File: config.mk
export PLATFORM = sky130hd
export DESIGN_NAME = mem_arbiter
export DESIGN_NICKNAME = d
export VERILOG_FILES = /design/src/verilog/cpu_pkg.sv /design/src/verilog/mem_arbiter.sv
export VERILOG_INCLUDE_DIRS = /design/src /design/src/include
export SDC_FILE = /design/constraint.sdc
export NUM_CORES = 1
export LEC_CHECK = 0
export ABC_AREA = 1
export BUFFER_PORTS_ARGS = -buffer_cell sky130_fd_sc_hd__buf_2
export CAP_MARGIN = 25
export CORE_AREA = 2 2 104 106
export CTS_BUF_LIST = sky130_fd_sc_hd__clkbuf_4
export DETAILED_ROUTE_END_ITERATION = 8
export DIE_AREA = 0 0 106 108
export SLEW_MARGIN = 25
export SYNTH_ARGS = -nofsm -noshare
export SYNTH_HDL_FRONTEND = slang
export SYNTH_SLANG_ARGS = --single-unit
File: constraint.sdc
create_clock -name clk -period 1 [get_ports clk]
set_input_delay 0.05 -clock clk [delete_from_list [all_inputs] [get_ports clk]]
set_output_delay 0.05 -clock clk [all_outputs]
set_load 0.005 [all_outputs]
File: src/include/cpu_config.svh
`ifndef CPU_CONFIG_SVH
`define CPU_CONFIG_SVH

// data and address width
`define XLEN 32

// unified memory depth in words
`define MEM_WORDS 1024

// first fetch address after reset
`define RESET_PC 32'h0000_0000

`endif

File: src/verilog/cpu_pkg.sv
`include "cpu_config.svh"

package cpu_pkg;

    typedef logic [`XLEN-1:0] data_t;
    typedef logic [`XLEN-1:0] addr_t;
    typedef logic [4:0]       reg_addr_t;

    typedef enum logic {DISABLE = 1'b0, ENABLE = 1'b1} enable_t;

    typedef enum logic [2:0] {
        ALU_ADD, ALU_SUB, ALU_AND, ALU_OR, ALU_SLT, ALU_PASS_B
    } alu_op_t;

    typedef enum logic {CMP_EQ, CMP_NE} cmp_op_t;
    typedef enum logic {SRC1_RS1, SRC1_PC} src1_sel_t;
    typedef enum logic {SRC2_RS2, SRC2_IMM} src2_sel_t;
    typedef enum logic [1:0] {FWD_REG, FWD_MEM, FWD_WB} alu_data_sel_t;
    typedef enum logic [1:0] {WB_ALU, WB_MEM, WB_PC_NEXT} wb_data_sel_t;

    // base opcodes of the supported subset
    localparam logic [6:0] OP_R      = 7'b0110011;
    localparam logic [6:0] OP_IMM    = 7'b0010011;
    localparam logic [6:0] OP_LUI    = 7'b0110111;
    localparam logic [6:0] OP_LOAD   = 7'b0000011;
    localparam logic [6:0] OP_STORE  = 7'b0100011;
    localparam logic [6:0] OP_BRANCH = 7'b1100011;
    localparam logic [6:0] OP_JAL    = 7'b1101111;
    localparam logic [6:0] OP_JALR   = 7'b1100111;

    // all-zero value is a bubble
    typedef struct packed {
        enable_t      jump;
        enable_t      jalr;
        enable_t      branch;
        alu_op_t      alu_op;
        cmp_op_t      cmp_op;
        src1_sel_t    src1_sel;
        src2_sel_t    src2_sel;
        enable_t      mem_read;
        enable_t      mem_write;
        enable_t      reg_write;
        wb_data_sel_t wb_data_sel;
    } ctrl_t;

    typedef struct packed {
        addr_t pc;
        addr_t pc_next;
        data_t instruction;
    } if_id_bus_t;

    typedef struct packed {
        addr_t     pc;
        addr_t     pc_next;
        data_t     rs1_data;
        data_t     rs2_data;
        data_t     imm;
        reg_addr_t rs1;
        reg_addr_t rs2;
        reg_addr_t rd;
        ctrl_t     ctrl;
    } id_ex_bus_t;

    typedef struct packed {
        data_t        alu_result;
        data_t        mem_write_data;
        reg_addr_t    rd;
        addr_t        pc_next;
        enable_t      mem_read;
        enable_t      mem_write;
        enable_t      reg_write;
        wb_data_sel_t wb_data_sel;
    } ex_mem_bus_t;

    typedef struct packed {
        data_t        alu_result;
        data_t        mem_read_data;
        reg_addr_t    rd;
        addr_t        pc_next;
        enable_t      reg_write;
        wb_data_sel_t wb_data_sel;
    } mem_wb_bus_t;

    typedef struct packed {
        addr_t   addr;
        data_t   wdata;
        enable_t wen;
        enable_t ren;
    } mem_req_t;

endpackage

File: src/verilog/mem_arbiter.sv
`timescale 1ns/1ps

module mem_arbiter (
    input  logic              clk,
    input  logic              rst_i,
    input  cpu_pkg::mem_req_t load_req_i,
    input  cpu_pkg::mem_req_t data_req_i,
    input  cpu_pkg::mem_req_t fetch_req_i,
    output cpu_pkg::mem_req_t mem_req_o,
    output logic              fetch_stall_o
);

    logic load_active;
    logic data_active;
    logic data_grant;
    logic data_last_q;

    assign load_active = (load_req_i.wen == cpu_pkg::ENABLE) ||
                         (load_req_i.ren == cpu_pkg::ENABLE);
    assign data_active = (data_req_i.wen == cpu_pkg::ENABLE) ||
                         (data_req_i.ren == cpu_pkg::ENABLE);

    // a read right behind a granted data access yields to a waiting fetch
    assign data_grant = data_active && !load_active &&
                        !(data_last_q && data_req_i.wen == cpu_pkg::DISABLE &&
                          fetch_req_i.ren == cpu_pkg::ENABLE);

    always_comb begin
        if (load_active) begin
            mem_req_o = load_req_i;
        end else if (data_grant) begin
            mem_req_o = data_req_i;
        end else begin
            mem_req_o = fetch_req_i;
        end
    end

    assign fetch_stall_o = (fetch_req_i.ren == cpu_pkg::ENABLE) && (load_active || data_grant);

    always_ff @(posedge clk) begin
        if (rst_i) begin
            data_last_q <= 1'b0;
        end else begin
            data_last_q <= data_grant;
        end
    end

endmodule

== After elaboration in Yosys (flattened, before gate mapping) ==
Index checks and enable logic that the tools add are counted.

* Output and inout bits: 67
* Bits of input ports: 200
* Register bits after elaboration: 1
* Logic and storage cells: 14

* Reduce and logical (&&, ||, !) cells: 10
* Bitwise operators: 1
* Muxes and demuxes: 2

{| class="wikitable"
|+ Operators with widths
! kind !! count
|-
| $mux W66 || 2
|-
| $logic_and A1 B1 Y1 || 5
|-
| $logic_or A1 B1 Y1 || 3
|-
| $logic_not A1 Y1 || 2
|-
| $not A1 Y1 || 1
|}

== Depth between registers and ports, before layout ==
Gate-level depths: netlist of run 1.

* Depth in word-level cells: 7
* Mapped depth: 8
* Mapped depth without buffers: 6

== Worst setup path after synthesis of run 1 ==
OpenSTA, ideal clock, no wires.

* Kind: reg-to-output
* Start: register data_last_q
* End: output port mem_req_o[59] (netlist name)
* Arrival time: 963 ps
* Path buffers: 2
* Required time: 950 ps
* Cell stages (with the launch flop): 8
* Path slack: -13 ps
* Path through: dfxtp_1 nand3_2 nand3_2 buf_2 buf_6 nand2_1 nand3_1 nand2_1

{| class="wikitable"
|+ RTL lines
! item !! RTL line !! RTL
|-
| start, declared || mem_arbiter.sv:16 || <nowiki>logic data_last_q;</nowiki>
|-
| start signal, assigned || mem_arbiter.sv:44 || <nowiki>data_last_q <= data_grant;</nowiki>
|-
| end, declared || mem_arbiter.sv:9 || <nowiki>output cpu_pkg::mem_req_t mem_req_o,</nowiki>
|}

==> results.ini, run 1 <==
[outcome]
status = finished, violations left
violations = setup timing

[synth]
synth_flop_cell = dfxtp_1
synth-simple-area-share_pct = 65.3
synthCells = 504
synth.mux.area_fraction_pct = 0
synth_cell_types = 16
syn-num-nets = 704
synth_top_family_by_area = simple AND/OR/NAND/NOR gates
async_flop_share_pct = 0
synth_area_leaders = nand2_1 (33%), nand3_1 (30%), inv_1 (22%), buf_6 (4.1%), buf_2 (3.2%)
synth_compound_area_share_pct = 0.684
synth_xor_area_share_pct = 0
synth_top_area_cell = nand2_1
ys_ff_latch = 1
synth_area_sq_um = 2190
synth_area_per_cell_sq_um = 4.35
synth.yosys.seq_area_share_pct = 0.912
synth_enable_flop_cells = 0
yosysMostFrequentCell = nand2_1
yosysWarnings = 0
ys_top_cells_by_count = nand2_1 (195), nand3_1 (131), inv_1 (130)
synth_top_area_share_pct = 33.4
synthAdderAreaFrac_pct = 0

[die]
num_rows = 37
die_area_sq_um = 11400
core_area_sq_um = 10200
initial_core_util_pct = 21.5
die_w_um = 106
die_h_um = 108
io_pins = 267

[worst_setup_path]
reg2reg_from = data_last_q
worstSetupEndpointType = primary output
critical-path-max-stage-delay_ns = 0.31
slowest_stage = dfxtp_2
startpoint_type = register
rr_worst_depth = 4
startpoint = data_last_q
cp.depth = 8
cp_cell_sequence = nand3_4 -> nand3_4 -> buf_12 -> clkbuf_16 -> nand2_1 -> nand3_1 -> nand2_1 -> buf_2
crit_type = register to primary output
path_max_fanout = 9
arrival_ns = 1.15
path_buf_inv = 3
required_ns = 0.95
critPathTopFamily = buffers and inverters

[place]
portBuffers = 266
dpl.cell_count = 891
hpwlAfterDp_mm = 7.61
place_congestion = 0.815
placed_cell_area_sq_um = 3710

[layout]
largestRegisters = data_last_q (1)
largest_register = data_last_q
finalNetCount = 980
largest_reg_flops = 1
drive_above_1_share_pct = 43.4
n_antenna_cell = 0
fillers = 1136
instances_no_fill = 914
fin_area_sq_um = 4310
syn2layout_area_growth_pct = 96.6

[sta]
finalCriticalPeriod_ns = 1.20
rsz0062_at_grt = yes
relSlewSlack_pct = 78.1
tightest_slew_ns = 0.329
fin_tns_setup_ns = -9.48
drv_slew = 0
fin_skew_ns = 0
finalHoldViolCount = 0
setup_ws_ns = -0.202
setup_violations = 67
fmaxAchievable_ghz = 0.832
finalCritPeriodShare_pct = 120
hold_slack_ns = 0.201

[global_route]
top_usage_layer = met2
met2_usage_pct = 30.1
grtUsageMet1_pct = 18.7
grt_pass1_wl_mm = 14.7
grt-ovfl-total = 0
grt.total_usage_pct = 15.4
grt_pass1_vias = 3201
grt_max_degree = 38
use_met3_pct = 1.33
antenna_found_initial = 0

[detailed_routing]
dr_total_vias = 3842
routed_via_density = 4.20
dr.pass1.iters = 5
drc = 0
drt_wl_total_mm = 10.9
drtIter0Drc = 169
routedWlPerCell_um = 12.0
ant_nets = 0

[clocking]
insertion_delay_ns = 0
path_clk_slew_ns = 0

[job]
cap_viol_max_count = 0

[min_path]
holdCritStartpoint = rst_i
hold_path_depth = 2
hold_path_class = input pin to register

[power]
ir_worst_vdd_mv = 0.266
power.leakage_nw = 3.00
powerDensity_nw_per_um2 = 395
power.total_mw = 1.71

[metrics by stage]
stage	setup WS, ns	util (%)
after floorplan	0.0117	-
after global placement	-0.217	36.3
after detailed placement	-0.205	36.3
after CTS	-0.177	39.9
after global routing	-0.259	42.2
final	-0.202	42.2
[path summary, 6_finish.rpt]
check | slack, ns | end
hold / removal | 0.20 | data_last_q
setup / recovery | -0.20 | mem_req_o[3]
setup reg to reg | 0.11 | data_last_q
hold reg to reg | 0.81 | data_last_q
[timing repair]
| action | 4_1_cts | 5_1_grt |
|---|---|---|
| buffers inserted | 9 | 2 |
| pin swaps | 5 | 7 |
| resized for setup | 35 | 13 |
| gates cloned | 5 | 7 |
| endpoints found under the setup margin | 67 | 67 |
| hold endpoints to repair | 0 | 0 |
| hold buffers | 0 | 0 |
[per-layer routing]
metal  vias to the layer above  share of wire [%]
met5                         -                  0
met4                         0                1.1
met3                         9                7.3
met2                       173                 50
met1                      1620                 41
li1                       2040                  -
[placed cells by master (no fill, tap or decap), types with 2 or more instances in the layout]
cell       count
buf_16         6
nand3_4        2
inv_1        130
nor2_4         3
buf_12        10
inv_4          2
clkbuf_16      6
nand3_2       14
buf_2        264
buf_4         12
nand3_1      117
nand2_2        3
nand2_1      191
buf_6         11
[cell type report]
type                            instances  area, sq um  share of cell area (%)
Timing Repair Buffer                  309         2050                    47.5
Multi-Input combinational cell        335         1570                    36.3
Tap cell                              136          170                    3.94
Inverter                              133          504                    11.7
Sequential cell                         1         21.3                   0.493
[report_power, final]
part | switching, mW | internal, mW
combinational | 0.770 | 0.892
clock | 0 | 0
sequential | 0.00122 | 0.0426
total | 0.771 | 0.934
[kinds of logic (layout without fill, tap and decap cells)]
group           count (synthesis)  count (layout)
buf+inv                       168             442
simple gates                  332             332
compound gates                  3               3
flops                           1               1
Note: power is estimated with default switching activity, not from simulation.
==> run 2: changes to the inputs <==
- ABC_AREA: 1 -> unset
==> run 2 against run 1 <==
Net effect:
- hold slack gained 0.032 ns
- power decreased by 26%
- register-to-register slack got worse by 0.35 ns
- utilization decreased by 14 points
- fmax down 14%
- clock skew unchanged
- wire length shrank 28%
- sequential power is 2% lower
- first-iteration DRC count decreased by 2.4%
- critical path type unchanged
- largest cell class unchanged
- the flow still finishes with violations (setup timing)
- global-route usage shrank 4.0 points
==> results.ini, run 2 <==
[outcome]
status = finished, violations left
violations = setup timing

[layout]
final_cell_mix = buf_2 (266), a221o_1 (64), and2_1 (53)
largest_reg_flops = 1
fillers = 1107
largestRegisters = data_last_q (1)
syn2layout_area_growth_pct = 123
final_util_pct = 28.2
final_common_cell = buf_2
n_antenna_cell = 0
largest_register = data_last_q
drive_above_1_share_pct = 68.1
finalNetCount = 622
fin_area_sq_um = 2880

[die]
num_rows = 37
core_area_sq_um = 10200
initial_core_util_pct = 12.6
die_w_um = 106
io_pins = 267
die_h_um = 108
die_area_sq_um = 11400

[synth]
synth_top_area_share_pct = 49.7
synth_cell_types = 15
synth_area_leaders = a221o_1 (50%), and2_1 (26%), buf_6 (6.1%), and2_0 (5.3%), buf_2 (5.0%)
synth_area_sq_um = 1290
synthCells = 161
synth_top_family_by_area = compound AO/OA/AOI/OAI gates
yosysWarnings = 0
synth_flop_cell = dfxtp_1
synth_enable_flop_cells = 0
synth_compound_area_share_pct = 53.1
async_flop_share_pct = 0
syn-num-nets = 361
synth_top_area_cell = a221o_1
synth_area_per_cell_sq_um = 8.01
synth_xor_area_share_pct = 0
synth-simple-area-share_pct = 33.7
synthAdderAreaFrac_pct = 0
synth.yosys.seq_area_share_pct = 1.55
ys_ff_latch = 1
synth.mux.area_fraction_pct = 0
ys_top_cells_by_count = a221o_1 (64), and2_1 (53), buf_2 (13)
yosysMostFrequentCell = a221o_1

[power]
clockPowerShare_pct = 0
pwr-share-seq_pct = 3.4
p_sw_share_pct = 37.4
power.total_mw = 1.27
power.leakage_nw = 1.57
powerDensity_nw_per_um2 = 440
ir_worst_vdd_mv = 0.200
combPwrFrac_pct = 96.6
internal_power_mw = 0.793
switching_power_mw = 0.474

[global_route]
grt.total_usage_pct = 11.5
top_usage_layer = met2
antenna_found_initial = 0
grt_pass1_wl_mm = 10.9
grt_pass1_vias = 2255
met2_usage_pct = 22.4
grt_max_degree = 42
use_met3_pct = 2.59
grt-ovfl-total = 0
grtUsageMet1_pct = 13.2

[detailed_routing]
drtIter0Drc = 165
routed_via_density = 4.44
dr.pass1.iters = 5
routedWlPerCell_um = 14.2
drc = 0
dr_total_vias = 2466
drt_wl_total_mm = 7.90
ant_nets = 0

[worst_setup_path]
cp_cell_sequence = a21bo_4 -> nor3b_4 -> buf_12 -> a221o_1 -> buf_2
startpoint_type = register
worstSetupEndpointType = primary output
arrival_ns = 1.34
slowest_stage = a221o_1
path_max_fanout = 41
required_ns = 0.95
crit_type = register to primary output
critical-path-max-stage-delay_ns = 0.35

[min_path]
hold_path_class = input pin to register

[sta]
tightest_slew_ns = 0.271
rsz0062_at_grt = yes
fin_skew_ns = 0
finalCritPeriodShare_pct = 139
finalCriticalPeriod_ns = 1.39
setup_violations = 67
drv_slew = 0
relSlewSlack_pct = 81.9
fmaxAchievable_ghz = 0.717
hold_slack_ns = 0.233
fin_tns_setup_ns = -21.94
finalHoldViolCount = 0
setup_ws_ns = -0.394

[place]
hpwlAfterDp_mm = 6.65
placed_cell_area_sq_um = 2790
place_congestion = 0.940
portBuffers = 266

[clocking]
path_clk_slew_ns = 0
insertion_delay_ns = 0

[job]
cap_viol_max_count = 0

[run 2: cell types whose count changed in the layout (fill, tap and decap cells not counted), sizes merged, moves of 4 or more]
cell	delta
and2	+64
inv	-132
nand3	-133
a221o	+64
nand2	-195
nor2	-4
clkbuf	-5
buf	-24
[run 2: metal layers]
layer	up-vias	part of all wire (%)
met5	-	0
met4	0	0.58
met3	4	11
met2	151	52
met1	1132	36
li1	1179	-
[run 2: cell families after synthesis]
group / after synthesis
and+or+nand+nor: 68
buffers and inverters: 22
DFF: 1
AOI/OAI and AO/OA: 70
[run 2: area by class of cell]
cell class              instances  area (sq um)  area share, %
inverters                       1          3.75          0.130
flip-flops and latches          1          21.3          0.738
multi-input cells             138          1150           39.8
well taps                     136           170           5.91
repair buffers                280          1540           53.5
[run 2: worst paths after layout]
| path | from | end | slack (ns) | cells after the start |
|---|---|---|---|---|
| setup / recovery | data_last_q | mem_req_o[65] | -0.39 | 5 |
| hold / removal | rst_i | data_last_q | 0.23 | 2 |
| setup reg to reg | data_last_q | data_last_q | -0.24 | 6 |
| hold reg to reg | data_last_q | data_last_q | 1.03 | 6 |
[run 2: metrics by stage]
step | cells | worst slack [ns]
2_1_floorplan | 161 | -0.231
3_3_place_gp | 551 | -0.347
3_5_place_dp | 551 | -0.374
4_1_cts | 551 | -0.374
5_1_grt | 556 | -0.418
6_report | 556 | -0.394
[run 2: critical path: cells and delay by family (launching register included)]
kind	cells	cell delay, ns
DFF	1	0.29
AOI/OAI and AO/OA	2	0.57
buffers and inverters	2	0.30
and+or+nand+nor	1	0.17
[run 2: power groups by stage]
stage	combinational (mW)	clock [mW]	sequential, mW
after floorplan	0.500	0	0.0425
after global placement	1.16	0	0.0425
after global routing	1.33	0	0.0435
final	1.22	0	0.0431
after detailed placement	1.18	0	0.0426
after CTS	1.18	0	0.0426
[run 2: timing repair]
| action | CTS | global route |
|---|---|---|
| pin swaps | 0 | 0 |
| endpoints found under the setup margin | 66 | 66 |
| setup buffers | 0 | 3 |
| hold buffers | 0 | 0 |
| hold endpoints to repair | 0 | 0 |
| gates cloned | 0 | 2 |
| gates resized for setup | 1 | 4 |
==> run 3: changes to the inputs <==
==> constraint.sdc (replaced) <==
create_clock -name clk -period 1 [get_ports clk]
set_input_delay 0.1 -clock clk [delete_from_list [all_inputs] [get_ports clk]]
set_output_delay 0.1 -clock clk [all_outputs]
set_load 0.005 [all_outputs]
==> run 3 against run 2 <==
Net effect:
- the run still ends with setup timing left
- critical path type unchanged
- sequential share of layout area about the same
- cell count down 0.18%
- critical path depth up 1
- clock skew unchanged
- register-to-register slack improved by 0.14 ns
- sequential cell count is the same
- worst setup slack worse by 0.10 ns
- utilization fell by 0.16 points
==> results.ini, run 3 (same netlist as run 2, synthesis figures left out) <==
[detailed_routing]
ant_nets = 0
drtIter0Drc = 172
routed_via_density = 4.41
routedWlPerCell_um = 13.8
drt_wl_total_mm = 7.67
drc = 0
dr_total_vias = 2446
dr.pass1.iters = 8

[min_path]
hold_path_class = input pin to register
hold_path_depth = 2
holdCritStartpoint = rst_i
hold_path_end = data_last_q

[die]
io_pins = 267
die_h_um = 108
die_w_um = 106
die_area_sq_um = 11400
core_area_sq_um = 10200
num_rows = 37
initial_core_util_pct = 12.6

[sta]
finalHoldViolCount = 0
drv_slew = 0
finalCriticalPeriod_ns = 1.50
fmaxAchievable_ghz = 0.668
relSlewSlack_pct = 83.8
fin_tns_setup_ns = -27.18
setup_ws_ns = -0.497
fin_skew_ns = 0
finalCritPeriodShare_pct = 150
setup_violations = 66
hold_slack_ns = 0.288
tightest_slew_ns = 0.243
rsz0062_at_grt = yes

[worst_setup_path]
slowest_stage = a221o_1
worstSetupEndpointType = primary output
critical-path-max-stage-delay_ns = 0.31
reg2reg_from = data_last_q
critPathTopFamily = compound AO/OA/AOI/OAI gates
required_ns = 0.90
path_buf_inv = 3
cp_cell_sequence = a21bo_2 -> nor3b_4 -> buf_4 -> buf_12 -> a221o_1 -> buf_2
rr_worst_depth = 4
r2r_end = data_last_q
arrival_ns = 1.40
crit_type = register to primary output
r2r_slack_ns = -0.10
startpoint_type = register
path_max_fanout = 12

[power]
pwr-share-seq_pct = 3.4
power.leakage_nw = 1.56
switching_power_mw = 0.468
combPwrFrac_pct = 96.6
powerDensity_nw_per_um2 = 436
ir_worst_vdd_mv = 0.235
p_sw_share_pct = 37.5
power.total_mw = 1.25
internal_power_mw = 0.780
clockPowerShare_pct = 0

[layout]
syn2layout_area_growth_pct = 122
finalNetCount = 621
largest_register = data_last_q
fin_area_sq_um = 2870
largest_reg_flops = 1
n_antenna_cell = 0
final_util_pct = 28.0
largestRegisters = data_last_q (1)
final_cell_mix = buf_2 (263), a221o_1 (64), and2_1 (53)
drive_above_1_share_pct = 67.8
final_common_cell = buf_2
instances_no_fill = 555

[clocking]
insertion_delay_ns = 0
cts_hold_buffers = 0
path_clk_slew_ns = 0

[place]
placed_cell_area_sq_um = 2790
place_congestion = 0.851
place_worst_setup_slack_ns = -0.485
hpwlAfterDp_mm = 6.35
dpl.cell_count = 551
portBuffers = 266

[global_route]
grt_pass1_vias = 2268
grt-ovfl-total = 0
grt_max_degree = 42
antenna_found_initial = 1
grt_pass1_wl_mm = 10.8
grt.total_usage_pct = 11.2

[job]
cap_viol_max_count = 0

[outcome]
status = finished, violations left
violations = setup timing

-- run 3: worst max-delay path by stage --
| stage | from | cells after the start | slack [ns] | to |
|---|---|---|---|---|
| 6_report | data_last_q | 6 | -0.50 | mem_req_o[49] |
| 5_1_grt | data_last_q | 6 | -0.53 | mem_req_o[64] |
| 4_1_cts | load_req_i[1] | 6 | -0.47 | mem_req_o[4] |
| 3_5_place_dp | load_req_i[1] | 6 | -0.48 | mem_req_o[4] |
| 3_3_place_gp | load_req_i[1] | 6 | -0.45 | mem_req_o[65] |
| 2_1_floorplan | data_last_q | 5 | -0.28 | mem_req_o[56] |
-- run 3: timing repair --
item / 4_1_cts / 5_1_grt
cloned: 0 / 2
gates resized for setup: 4 / 1
setup endpoints to repair: 66 / 66
pin swaps: 0 / 0
setup buffers: 0 / 2
-- run 3: worst register-to-register path, cell delays in order (launching register included) --
cell     delay (ns)
dfxtp_1        0.28
a21bo_2        0.22
a21oi_4        0.20
buf_12         0.19
nor2b_4        0.15
-- run 3: power groups by stage --
stage | sequential, mW | clock, mW | combinational, mW
floorplan | 0.0425 | 0 | 0.500
detailed placement | 0.0427 | 0 | 1.18
finish | 0.0426 | 0 | 1.21
global placement | 0.0425 | 0 | 1.16
CTS | 0.0427 | 0 | 1.20
global route | 0.0427 | 0 | 1.32
-- run 3: layer usage --
layer | part of all wire [%] | GRT usage [%]
met5 | 0 | 0
met1 | 38 | 13.4
met4 | 0.63 | 1.03
met2 | 52 | 21.8
met3 | 9.0 | 1.75
-- run 3: final cells by class --
cell class,instances,area (sq um)
sequential,1,20.0
timing repair buffer,279,1530
multi-input combinational,138,1140
fill,1093,7370
tap,136,170
inverter,1,3.75
